**src/rhythm_pkg.sv**
```systemverilog
package rhythm_pkg;

	typedef enum logic [1:0] {
		LANE_LEFT,
		LANE_DOWN,
		LANE_UP,
		LANE_RIGHT
	} lane_t;

	typedef enum logic [1:0] {
		GRADE_NONE,
		GRADE_MISS,
		GRADE_EARLY,
		GRADE_ON_TIME
	} grade_t;

	typedef logic [10:0] coord_t;
	typedef logic [8:0] offset_t;

	typedef struct packed {
		coord_t x;
		coord_t y;
	} pix_t;

	typedef struct packed {
		logic [9:0] r;
		logic [9:0] g;
		logic [9:0] b;
	} rgb_t;

	typedef struct packed {
		logic    active;
		offset_t offset;
	} slot_t;

	localparam int SLOTS_PER_LANE = 3;

	typedef slot_t [SLOTS_PER_LANE-1:0] lane_slots_t;
	typedef lane_slots_t [3:0] field_t;

	typedef struct packed {
		lane_t  lane;
		grade_t grade;
	} judge_t;

	localparam int START_OFFSET = 336;   // spawn distance below the target row
	localparam int FRAME_Y = 36;
	localparam coord_t LANE_X [4] = '{11'd146, 11'd238, 11'd330, 11'd422};
	localparam int ARROW_BOX = 72;
	localparam int FRAME_GROW = 4;

	// offsets below each bound earn that grade
	localparam int MISS_WIN = 130;
	localparam int EARLY_WIN = 80;
	localparam int ON_TIME_WIN = 30;

	localparam logic [9:0] FULL = 10'h3ff;
	localparam rgb_t COL_BG = '{FULL, FULL, FULL};
	localparam rgb_t COL_FRAME = '{10'b1010101000, 10'b1010101000, 10'b1010101000};
	localparam rgb_t COL_FACE = '{FULL, FULL, FULL};
	localparam rgb_t COL_RED = '{FULL, 10'd0, 10'd0};
	localparam rgb_t COL_YELLOW = '{FULL, FULL, 10'd0};
	localparam rgb_t COL_GREEN = '{10'd0, FULL, 10'd0};
	localparam rgb_t COL_BLUE = '{10'd0, 10'd0, FULL};
	localparam rgb_t LANE_COL [4] = '{COL_RED, COL_YELLOW, COL_GREEN, COL_BLUE};
	localparam rgb_t GRADE_COL [4] = '{COL_BG, COL_RED, COL_YELLOW, COL_GREEN};   // by grade_t

	localparam int IND_LO = 20;
	localparam int IND_HI = 40;

	// every arrow is the left arrow turned, so map into its frame first:
	// u runs from the tip toward the stem, v across the arrow
	function automatic logic arrow_inside(lane_t lane, int rx, int ry, int grow);
		int u;
		int v;
		logic in_head;
		logic in_stem;
		case (lane)
			LANE_LEFT:
			begin
				u = rx;
				v = ry;
			end
			LANE_RIGHT:
			begin
				u = ARROW_BOX - rx;
				v = ry;
			end
			LANE_UP:
			begin
				u = ry;
				v = rx;
			end
			default:
			begin
				u = ARROW_BOX - ry;
				v = rx;
			end
		endcase
		in_head = (u >= -2 * grow) && (u <= ARROW_BOX / 2 + grow) &&
			(v - ARROW_BOX / 2 <= u + (3 * grow) / 2) &&
			(ARROW_BOX / 2 - v <= u + (3 * grow) / 2);
		in_stem = (u >= ARROW_BOX / 2) && (u <= ARROW_BOX + grow) &&
			(v >= ARROW_BOX / 4 - grow) && (v <= 3 * ARROW_BOX / 4 + grow);
		return in_head || in_stem;
	endfunction

endpackage

```
**src/note_lanes.sv**
```systemverilog
module note_lanes
	import rhythm_pkg::*;
#(
	parameter int STEP_CYCLES = 500000
)(
	input  logic   clk,
	input  logic   rst_n,
	input  logic   spawn_valid,
	input  lane_t  spawn_lane,
	output logic   spawn_ready,
	input  logic [3:0] pad,
	output logic   judge_valid,
	output judge_t judge,
	output field_t field,
	output grade_t last_grade
);

	localparam int CNT_W = $clog2(STEP_CYCLES + 1);

	logic [3:0][SLOTS_PER_LANE-1:0] act;
	logic [3:0][SLOTS_PER_LANE-1:0] tick;
	offset_t off [4][SLOTS_PER_LANE];
	logic [CNT_W-1:0] step_cnt [4][SLOTS_PER_LANE];
	logic [3:0] pad_q;
	logic [3:0] press;
	logic [1:0] free_slot;
	logic spawn_go;
	logic [1:0] near_slot [4];
	grade_t lane_grade [4];
	logic judge_hit;
	lane_t judge_lane;

	assign press = pad_q & ~pad;   // pads are active low
	assign spawn_ready = ~&act[spawn_lane];
	assign spawn_go = spawn_valid && spawn_ready;

	always_comb
	begin
		free_slot = '0;
		for (int s = SLOTS_PER_LANE - 1; s >= 0; s--)
			if (!act[spawn_lane][s])
				free_slot = 2'(s);   // lowest free slot wins
	end

	always_comb
	begin
		for (int l = 0; l < 4; l++)
			for (int s = 0; s < SLOTS_PER_LANE; s++)
			begin
				tick[l][s] = act[l][s] && (step_cnt[l][s] == CNT_W'(STEP_CYCLES - 1));
				field[l][s] = '{active: act[l][s], offset: off[l][s]};
			end
	end

	// per lane, the active note nearest the target and its grade
	always_comb
	begin
		offset_t best;
		logic found;
		for (int l = 0; l < 4; l++)
		begin
			best = '1;
			found = 1'b0;
			near_slot[l] = '0;
			for (int s = 0; s < SLOTS_PER_LANE; s++)
				if (act[l][s] && (!found || off[l][s] < best))
				begin
					found = 1'b1;
					best = off[l][s];
					near_slot[l] = 2'(s);
				end
			if (!found || best >= MISS_WIN)
				lane_grade[l] = GRADE_NONE;
			else if (best < ON_TIME_WIN)
				lane_grade[l] = GRADE_ON_TIME;
			else if (best < EARLY_WIN)
				lane_grade[l] = GRADE_EARLY;
			else
				lane_grade[l] = GRADE_MISS;
		end
	end

	// one judgement per cycle, lowest graded lane first
	always_comb
	begin
		judge_hit = 1'b0;
		judge_lane = LANE_LEFT;
		for (int l = 3; l >= 0; l--)
			if (press[l] && lane_grade[l] != GRADE_NONE)
			begin
				judge_hit = 1'b1;
				judge_lane = lane_t'(l);
			end
	end

	always_ff @(posedge clk)
	begin
		if (!rst_n)
		begin
			act <= '0;
			pad_q <= '1;
			judge_valid <= 1'b0;
			last_grade <= GRADE_NONE;
		end
		else
		begin
			pad_q <= pad;
			judge_valid <= judge_hit;
			if (judge_hit)
				last_grade <= lane_grade[judge_lane];
			for (int l = 0; l < 4; l++)
				for (int s = 0; s < SLOTS_PER_LANE; s++)
					if (spawn_go && spawn_lane == lane_t'(l) && free_slot == 2'(s))
						act[l][s] <= 1'b1;
					else if (judge_hit && judge_lane == lane_t'(l) && near_slot[l] == 2'(s))
						act[l][s] <= 1'b0;
					else if (tick[l][s] && off[l][s] == offset_t'(1))
						act[l][s] <= 1'b0;   // silent expiry at the target
		end
	end

	always_ff @(posedge clk)
	begin
		for (int l = 0; l < 4; l++)
			for (int s = 0; s < SLOTS_PER_LANE; s++)
				if (spawn_go && spawn_lane == lane_t'(l) && free_slot == 2'(s))
				begin
					off[l][s] <= offset_t'(START_OFFSET);
					step_cnt[l][s] <= '0;
				end
				else if (tick[l][s])
				begin
					off[l][s] <= off[l][s] - 1'b1;   // one pixel up
					step_cnt[l][s] <= '0;
				end
				else if (act[l][s])
					step_cnt[l][s] <= step_cnt[l][s] + 1'b1;
		judge <= '{lane: judge_lane, grade: lane_grade[judge_lane]};
	end

	for (genvar l = 0; l < 4; l++)
	begin : g_lane_chk
		// a lane that was full cannot gain a note on the next edge
		a_no_overfill: assert property (@(posedge clk) disable iff (!rst_n)
			$past(rst_n) && (|(act[l] & ~$past(act[l]))) |-> !(&$past(act[l])));
		for (genvar s = 0; s < SLOTS_PER_LANE; s++)
		begin : g_slot_chk
			a_offset_range: assert property (@(posedge clk) disable iff (!rst_n)
				act[l][s] |-> off[l][s] <= START_OFFSET);
		end
	end

endmodule

```
**src/note_painter.sv**
```systemverilog
module note_painter
	import rhythm_pkg::*;
(
	input  pix_t   pix,
	input  field_t field,
	output logic   note_hit,
	output lane_t  note_lane
);

	logic [3:0] lane_hit;

	// each note is a face-sized arrow pushed down by its offset
	always_comb
	begin
		int rx;
		int ry;
		for (int l = 0; l < 4; l++)
		begin
			lane_hit[l] = 1'b0;
			rx = int'(pix.x) - int'(LANE_X[l]);
			for (int s = 0; s < SLOTS_PER_LANE; s++)
			begin
				ry = int'(pix.y) - FRAME_Y - int'(field[l][s].offset);
				if (field[l][s].active && arrow_inside(lane_t'(l), rx, ry, 0))
					lane_hit[l] = 1'b1;
			end
		end
	end

	always_comb
	begin
		note_lane = LANE_LEFT;
		for (int l = 3; l >= 0; l--)
			if (lane_hit[l])
				note_lane = lane_t'(l);   // lowest lane on top
	end

	assign note_hit = |lane_hit;

endmodule

```
**src/pixel_mixer.sv**
```systemverilog
module pixel_mixer
	import rhythm_pkg::*;
(
	input  logic   clk,
	input  logic   rst_n,
	input  logic   pix_valid,
	input  pix_t   pix,
	input  logic   on_frame,
	input  logic   on_face,
	input  logic   note_hit,
	input  lane_t  note_lane,
	input  grade_t last_grade,
	output logic   rgb_valid,
	output rgb_t   rgb
);

	logic in_square;
	rgb_t colour;

	// grade indicator in the top left corner, bounds exclusive
	assign in_square = (last_grade != GRADE_NONE) &&
		(pix.x > IND_LO) && (pix.x < IND_HI) &&
		(pix.y > IND_LO) && (pix.y < IND_HI);

	always_comb
	begin
		if (in_square)
			colour = GRADE_COL[last_grade];
		else if (note_hit)
			colour = LANE_COL[note_lane];
		else if (on_frame)
			colour = COL_FRAME;
		else if (on_face)
			colour = COL_FACE;
		else
			colour = COL_BG;
	end

	always_ff @(posedge clk)
	begin
		if (!rst_n)
			rgb_valid <= 1'b0;
		else
			rgb_valid <= pix_valid;
	end

	always_ff @(posedge clk)
	begin
		if (pix_valid)
			rgb <= colour;
	end

	// fixed one cycle latency from pixel request to colour
	a_latency: assert property (@(posedge clk) disable iff (!rst_n)
		$past(rst_n) |-> rgb_valid == $past(pix_valid));

endmodule

```
**src/rhythm_display.sv**
```systemverilog
module rhythm_display
	import rhythm_pkg::*;
#(
	parameter int STEP_CYCLES = 500000
)(
	input  logic   clk,
	input  logic   rst_n,
	input  logic   spawn_valid,
	input  lane_t  spawn_lane,
	output logic   spawn_ready,
	input  logic [3:0] pad,
	output logic   judge_valid,
	output judge_t judge,
	input  logic   pix_valid,
	input  pix_t   pix,
	output logic   rgb_valid,
	output rgb_t   rgb
);

	field_t field;
	grade_t last_grade;
	logic on_frame;
	logic on_face;
	logic note_hit;
	lane_t note_lane;

	note_lanes #(
		.STEP_CYCLES(STEP_CYCLES)
	) lanes_i (
		.clk        (clk),
		.rst_n      (rst_n),
		.spawn_valid(spawn_valid),
		.spawn_lane (spawn_lane),
		.spawn_ready(spawn_ready),
		.pad        (pad),
		.judge_valid(judge_valid),
		.judge      (judge),
		.field      (field),
		.last_grade (last_grade)
	);

	target_painter targets_i (
		.pix     (pix),
		.on_frame(on_frame),
		.on_face (on_face)
	);

	// note painter runs alongside, same pixel
	note_painter notes_i (
		.pix      (pix),
		.field    (field),
		.note_hit (note_hit),
		.note_lane(note_lane)
	);

	pixel_mixer mixer_i (
		.clk       (clk),
		.rst_n     (rst_n),
		.pix_valid (pix_valid),
		.pix       (pix),
		.on_frame  (on_frame),
		.on_face   (on_face),
		.note_hit  (note_hit),
		.note_lane (note_lane),
		.last_grade(last_grade),
		.rgb_valid (rgb_valid),
		.rgb       (rgb)
	);

endmodule

```
**src/target_painter.sv**
```systemverilog
module target_painter
	import rhythm_pkg::*;
(
	input  pix_t pix,
	output logic on_frame,
	output logic on_face
);

	logic [3:0] inner;
	logic [3:0] grown;

	// the four outlined targets sit in one row
	always_comb
	begin
		int rx;
		int ry;
		for (int l = 0; l < 4; l++)
		begin
			rx = int'(pix.x) - int'(LANE_X[l]);
			ry = int'(pix.y) - FRAME_Y;
			inner[l] = arrow_inside(lane_t'(l), rx, ry, 0);
			grown[l] = arrow_inside(lane_t'(l), rx, ry, FRAME_GROW);
		end
	end

	// boxes are far enough apart that frames never touch a neighbour
	assign on_face = |inner;
	assign on_frame = |(grown & ~inner);   // outline ring only

endmodule

```
**config.mk**
```make
export PLATFORM = sky130hd
export DESIGN_NAME = rhythm_display
export DESIGN_NICKNAME = d
export VERILOG_FILES = /design/src/rhythm_pkg.sv /design/src/note_lanes.sv /design/src/note_painter.sv /design/src/pixel_mixer.sv /design/src/rhythm_display.sv /design/src/target_painter.sv
export SDC_FILE = /design/constraint.sdc
export NUM_CORES = 2
export LEC_CHECK = 0
export BUFFER_PORTS_ARGS = -buffer_cell sky130_fd_sc_hd__buf_4
export CAP_MARGIN = 20
export CORE_MARGIN = 2
export CORE_UTILIZATION = 55
export DETAILED_ROUTE_END_ITERATION = 10
export PLACE_DENSITY = 0.71
export SYNTH_ARGS = -nofsm -noshare
export SYNTH_HDL_FRONTEND = slang
export SYNTH_SLANG_ARGS = --single-unit
export TNS_END_PERCENT = 30
```
**constraint.sdc**
```tcl
create_clock -name clk -period 20.3 [get_ports clk]
set_input_delay 3.045 -clock clk [delete_from_list [all_inputs] [get_ports clk]]
set_output_delay 3.045 -clock clk [all_outputs]
set_load 0.01 [all_outputs]
```
* Yosys cells after proc, flatten, opt, wreduce, memory -nomap -nowiden
Memories as Yosys holds them, arrays and structs flattened. Cells that the tools add are included.
Storage, ports and cells: bits in registers 54, memory bits (writable) 336, bits of input ports 32, output and inout bits 37, memories kept 2
Cells by class: $add $sub $neg 68, order comparisons 144, equal/unequal tests 40, multiplexer cells 261, bitwise logic cells 43, reductions and logical operators 265
Memories:
- lanes_i.step_cnt | depth 4, bits a word 57, read ports 4, clocked after memory_dff 0, write ports 4, line note_lanes.sv:23 | logic [CNT_W-1:0] step_cnt [4][SLOTS_PER_LANE];
- lanes_i.off | depth 4, bits a word 27, read ports 4, clocked after memory_dff 0, write ports 4, line note_lanes.sv:22 | offset_t off [4][SLOTS_PER_LANE];
Operators by type and width (number):
- 32-bit less-or-equal comparator | 40
- 32-bit by 7-bit less-or-equal comparator with 1-bit output (second input constant) | 26
- 19-bit two-way mux | 24
- 32-bit by 8-bit less-or-equal comparator with 1-bit output (second input constant) | 14
- 32-bit by 10-bit subtractor with 32-bit output | 12
- 32-bit by 1-bit >= comparator with 1-bit output (second input constant) | 10
- 32-bit by 7-bit >= comparator with 1-bit output (second input constant) | 10
- 32-bit by 6-bit >= comparator with 1-bit output (second input constant) | 9
- 32-bit by 7-bit subtractor with 32-bit output (second input constant) | 9
- 7-bit by 32-bit subtractor with 32-bit output (first input constant) | 9
- 19-bit by 1-bit adder with 19-bit output (second input constant) | 12
- 19-bit equality test (second input constant) | 12
- 9-bit two-way mux | 24
- 1-bit logical AND | 193
- 30-bit two-way mux | 6
- 1-bit two-way mux | 172
- 8-bit by 32-bit subtractor with 32-bit output (first input constant) | 5
- 32-bit by 4-bit adder with 32-bit output (second input constant) | 4
- 32-bit by 4-bit >= comparator with 1-bit output (second input constant) | 4
- 30-bit binary-select mux with 2-bit select | 2
- 9-bit by 1-bit equality test with 1-bit output (second input constant) | 12
- 9-bit by 1-bit subtractor with 9-bit output (second input constant) | 12
- 32-bit by 5-bit >= comparator with 1-bit output (second input constant) | 3
- 9-bit less-than comparator | 8
- 28 further kinds | 189

* Longest topological paths before layout
An unclocked memory read counts as a cell.
depth after elaboration 25, mapped depth 39, gate-level depth less buffers 36

* Modules after synthesis
From an unflattened synthesis, not the netlist that was laid out.
Unflattened totals: cell total of the unflattened synthesis 8102, area, all modules 65367.7 um^2
Modules (own cells, without submodules):
- note_painter | instances 1, cells an instance 4318, area each 32040.7 um^2
- note_lanes | instances 1, cells an instance 2250, area each 21874.7 um^2
- target_painter | instances 1, cells an instance 1473, area each 10861.7 um^2
- pixel_mixer | instances 1, cells an instance 61, area each 590.6 um^2

* Least setup slack after synthesis
Ideal clock, no wire load.
path type input-to-reg, start point in pix[2] (netlist name), end point reg, netlist name mixer_i.rgb[18], setup time 0.264 ns, data arrival time 12.990 ns, data required time 20.036 ns, path slack 7.046 ns, stages on the path 31, path buffers 8, cells stage by stage clkbuf_1 o31a_1 or3_1 clkbuf_1 clkbuf_1 clkbuf_1 clkbuf_1 clkbuf_1 clkbuf_1 ha_1 clkbuf_1 nor4_1 nand2_1 nor2_1 xnor2_1 ha_1 nand3_1 or4_1 nor4_1 o311ai_0 a31oi_1 and3b_1 o32ai_1 o21ai_0 o21ai_2 nor2_2 nor3_1 ha_1 inv_1 a21o_1 a31oi_1
On the way: word-level cells in the longest chain between the ends 21
RTL lines:
- start, declared | line rhythm_display.sv:15 | input pix_t pix,
- 11-bit by 6-bit subtractor with 12-bit output | line note_painter.sv:23, target_painter.sv:20
- 32-bit by 10-bit subtractor with 32-bit output | line note_painter.sv:23 | ry = int'(pix.y) - FRAME_Y - int'(field[l][s].offset);
- 32-bit by 7-bit subtractor with 32-bit output | line rhythm_pkg.sv:101 | (v - ARROW_BOX / 2 <= u + (3 * grow) / 2) &&
- 32-bit less-or-equal comparator | line rhythm_pkg.sv:101
- 1-bit logical AND | line rhythm_pkg.sv:100 | in_head = (u >= -2 * grow) && (u <= ARROW_BOX / 2 + grow) &&
- 1-bit logical AND | line rhythm_pkg.sv:101
- 1-bit logical OR | line rhythm_pkg.sv:105 | return in_head || in_stem;
- 1-bit logical AND | line note_painter.sv:24 | if (field[l][s].active && arrow_inside(lane_t'(l), rx, ry, 0))
- 1-bit two-way mux (3 in a row) | line note_painter.sv:24
- 2-bit two-way mux (4 in a row) | line note_painter.sv:34 | if (lane_hit[l])
- 2-bit inverter with 3-bit output (implied by the code) | line pixel_mixer.sv:30 | colour = LANE_COL[note_lane];
- 30-bit binary-select mux with 2-bit select | line pixel_mixer.sv:30
- 30-bit two-way mux (implied by the code) (2 in a row) | line pixel_mixer.sv:30
- 30-bit two-way mux | line pixel_mixer.sv:29 | else if (note_hit)
- 30-bit two-way mux (*) | line pixel_mixer.sv:27 | if (in_square)
Mark *: on every way between the ends. The rest lies on a longest branch, timed or not. The select of a mux whose other input is x is not followed. A chain may end at the register's enable or synchronous reset.

* Worst setup path in the final report
start point in pix[2] (netlist name), end point reg, netlist name mixer_i.rgb[18]
On the way: word-level cells in the longest chain between the ends 21
RTL lines (line):
- 11-bit by 6-bit subtractor with 12-bit output | note_painter.sv:23, target_painter.sv:20
- 32-bit by 10-bit subtractor with 32-bit output | note_painter.sv:23
- 32-bit by 7-bit subtractor with 32-bit output | rhythm_pkg.sv:101
- 32-bit less-or-equal comparator | rhythm_pkg.sv:101
- 1-bit logical AND | rhythm_pkg.sv:100
- 1-bit logical AND | rhythm_pkg.sv:101
- 1-bit logical OR | rhythm_pkg.sv:105
- 1-bit logical AND | note_painter.sv:24
- 1-bit two-way mux (3 in a row) | note_painter.sv:24
- 2-bit two-way mux (4 in a row) | note_painter.sv:34
- 2-bit inverter with 3-bit output (implied by the code) | pixel_mixer.sv:30
- 30-bit binary-select mux with 2-bit select | pixel_mixer.sv:30
- 30-bit two-way mux (implied by the code) (2 in a row) | pixel_mixer.sv:30
- 30-bit two-way mux | pixel_mixer.sv:29
- 30-bit two-way mux (*) | pixel_mixer.sv:27
Marks and branches as above.

==> run summary <==
Nets: 10350
Area of the multi-input gates: 56290 µm²
P_leak: 32.16 nW
Max Clk Rate: 85.25 MHz
Register area: 10750 µm²
IO Port Bufs: 68
Wire per inst: 22.45 µm
Distinct cells, synth: 102
CP max FO: 25
Synth-to-layout area growth: 5.298%
Hold Violations, Final: 0
RePlAce Congestion: 1.024
Worst path most repeated cell: ha_1
Async S/R FF share, synth: 0%
CP startpoint kind: primary input
Final slew viol count: 0
Clock root cell: clkbuf_16
Dpl hpwl: 185200 µm
Peak VDD IR: 67.05 µV
Post-DRT Antenna Nets: 0
CTS H-tree depth: 2
Final WL: 232500 µm
Ys flop type: edfxtp_1
Mapped Area: 69500 µm²
Status: complete, no violations
TritonCTS clock tree: yes
DRT iter0 DRCs: 6734
Clk pwr share: 19.3%
Flop pwr share: 23.6%
Die area: 129200 µm²
TritonRoute pass-1 iters: 9
Final Power: 3.597 mW
Ys Warns: 0
HP Class: reg -> reg
Synth top area share: 29.43%
CP Class: in -> reg
Setup bufs post-CTS: 0
Post-synth top area cell: ha_1
PostCTS Resize Cnt: 0
Initial Utilization: 55.35%
Seq/Total Area, Yosys: 15.47%
Grt ovf: 0
Switching share of total power: 44.80%
WP data arrival: 12060 ps
DRC: 0
Syn Inst Count: 8672
Initial antenna violation count: 5
DP Area: 71950 µm²
Num rows: 130
Final core occ: 58.28%
Overall Global Routing Usage: 34.47%
Die Width: 359.5 µm
CTS sink count: 366
Vias: 67380
Hold Buf Count CTS: 0
Fin area: 73180 µm²
Number of synthesized flops with an enable pin: 342
Critical Path RT: 20630 ps
Number of global-route vias before repair: 62910
Post-route setup slack: 8570 ps
Vias/cell: 6.508
Unrepaired setup endpoints after global routing: false
Syn Nets: 10350
Gate power share: 57.0%
Final Critical Period: 11730 ps
Yosys reg bits: 366
CP max-delay cell: a31oi_1
Largest cells by area after synthesis: ha_1 (29%), edfxtp_1 (15%), xnor2_1 (5.4%)
Pwr/cell area: 49.14 nW/µm²
Largest net degree at the start of global routing: 84
CTS Buf Count: 39
Setup TNS: 0 ps
Share of cells above drive strength 1: 4.069%
First-pass GRT wire length: 356900 µm
Post-Syn Area per Cell: 8.014 µm²
Final setup vio count: 0
Place WS: 8220 ps
Switching power total: 1.611 mW
Worst-Margin Slew: 1256 ps
Delay of the slowest critical-path stage: 650 ps
Slew headroom: 15.65%
Worst setup EP type: flip-flop
Clock Skews: 26.92 ps
Final worst-path cycle share: 57.78%
IO Pins: 69
Fillers: 11560
Chip height: 359.5 µm
Clk slew on worst S/H paths: 80 ps
Clk_lat worst skew: 590 ps
Clock buffer depth: 3
Internal Power: 1.985 mW
Core area: 125600 µm²
Max-Cap Viols: 0
[sequential cells by signal, indices dropped and copies added, names as in the netlist]
| register | flops |
|---|---|
| lanes_i.judge_valid | 1 |
| lanes_i.pad_q | 4 |
| lanes_i.judge | 4 |
| lanes_i.off | 108 |
| mixer_i.rgb_valid | 1 |
| lanes_i.field | 12 |
| lanes_i.step_cnt | 228 |
| lanes_i.last_grade | 2 |
| mixer_i.rgb | 6 |
[Yosys cell counts (all sizes together) (36+ instances only)]
library cell	number
and4	42
nand4	301
nor4	98
o21bai	36
and2	95
xnor2	426
ha	1635
a21o	202
a2111oi	43
a211oi	101
o21ai	388
nand2	801
clkbuf	155
o31ai	42
a21oi	567
and3	89
edfxtp	342
xor2	275
nor2	858
o211ai	86
nor3	211
nand3	391
inv	418
o21a	69
nand2b	120
or2	45
buf	59
a31oi	69
or3	76
nor2b	102
[kinds of logic (layout without fill, tap and decap cells)]
| logic type | count (synthesis) | after routing | share of synthesized area, % |
|---|---|---|---|
| simple gates | 3353 | 3353 | 23.66 |
| compound gates | 1926 | 1926 | 17.98 |
| mux | 40 | 40 | 0.6607 |
| fa+ha+maj | 1647 | 1647 | 29.78 |
| xor+xnor | 701 | 701 | 8.845 |
| other cells | 0 | 3 | 0 |
| buf+inv | 639 | 667 | 3.608 |
| flops | 366 | 366 | 15.47 |
[stage by stage]
| step | hold slack, ps | std cells |
|---|---|---|
| floorplan | 537.3 | 8672 |
| global placement | 566.8 | 10270 |
| detailed placement | 582.2 | 10270 |
| CTS | 591.6 | 10350 |
| global route | 620.3 | 10350 |
| finish | 595.4 | 10350 |
[path summary, 6_finish.rpt]
check                           from                       to  slack (ps)  cells after the start
max                           pix[2]          mixer_i.rgb[18]        8570                     34
min          lanes_i.step_cnt[0][19]  lanes_i.step_cnt[0][19]         600                      1
max reg2reg       lanes_i.off[3][13]          mixer_i.rgb[18]       12030                     28
min reg2reg  lanes_i.step_cnt[0][19]  lanes_i.step_cnt[0][19]         600                      1
[power groups by stage]
stage          Clock, mW  Combinational (mW)  Sequential, mW
2_1_floorplan          0                1.43           0.860
3_3_place_gp           0                1.93           0.865
3_5_place_dp           0                1.98           0.866
4_1_cts            0.714                2.00           0.850
5_1_grt            0.736                2.27           0.852
6_report           0.696                2.05           0.850
[area by class of cell]
class	instances	share of cell area, %
diodes	3	0.01026
clock buffers	47	1.417
clock inverters	25	0.2171
inverters	425	2.187
multi-input cells	7667	76.92
flip-flops and latches	366	14.69
well taps	1650	2.821
repair buffers	170	1.740
[worst max-delay path, delay by kind of cell]
kind | cells | cell delay [ps]
buffers and inverters | 4 | 760
adder cells (fa/ha/maj) | 5 | 1840
XOR/XNOR | 1 | 80
AO/OA/AOI/OAI | 10 | 2510
AND/OR/NAND/NOR | 14 | 3740
[cell usage in the layout, fill, tap and decap left out, types with 202 or more instances in the layout]
master,count
nor3_1,210
xnor2_1,423
nand4_1,301
edfxtp_1,342
o21ai_0,374
nand2_1,800
inv_1,413
a21oi_1,565
ha_1,1635
nor2_1,857
a21o_1,202
xor2_1,274
nand3_1,391
[per-layer routing]
| layer | wire (µm) | up-vias | global-route usage (%) |
|---|---|---|---|
| met1 | 102300 | 31690 | 46.94 |
| li1 | - | 32350 | - |
| met5 | 26 | - | 0 |
| met3 | 19880 | 539 | 5.652 |
| met2 | 99900 | 2795 | 54.28 |
| met4 | 10340 | 4 | 13.62 |
Power figures use the tool's default switching activity.
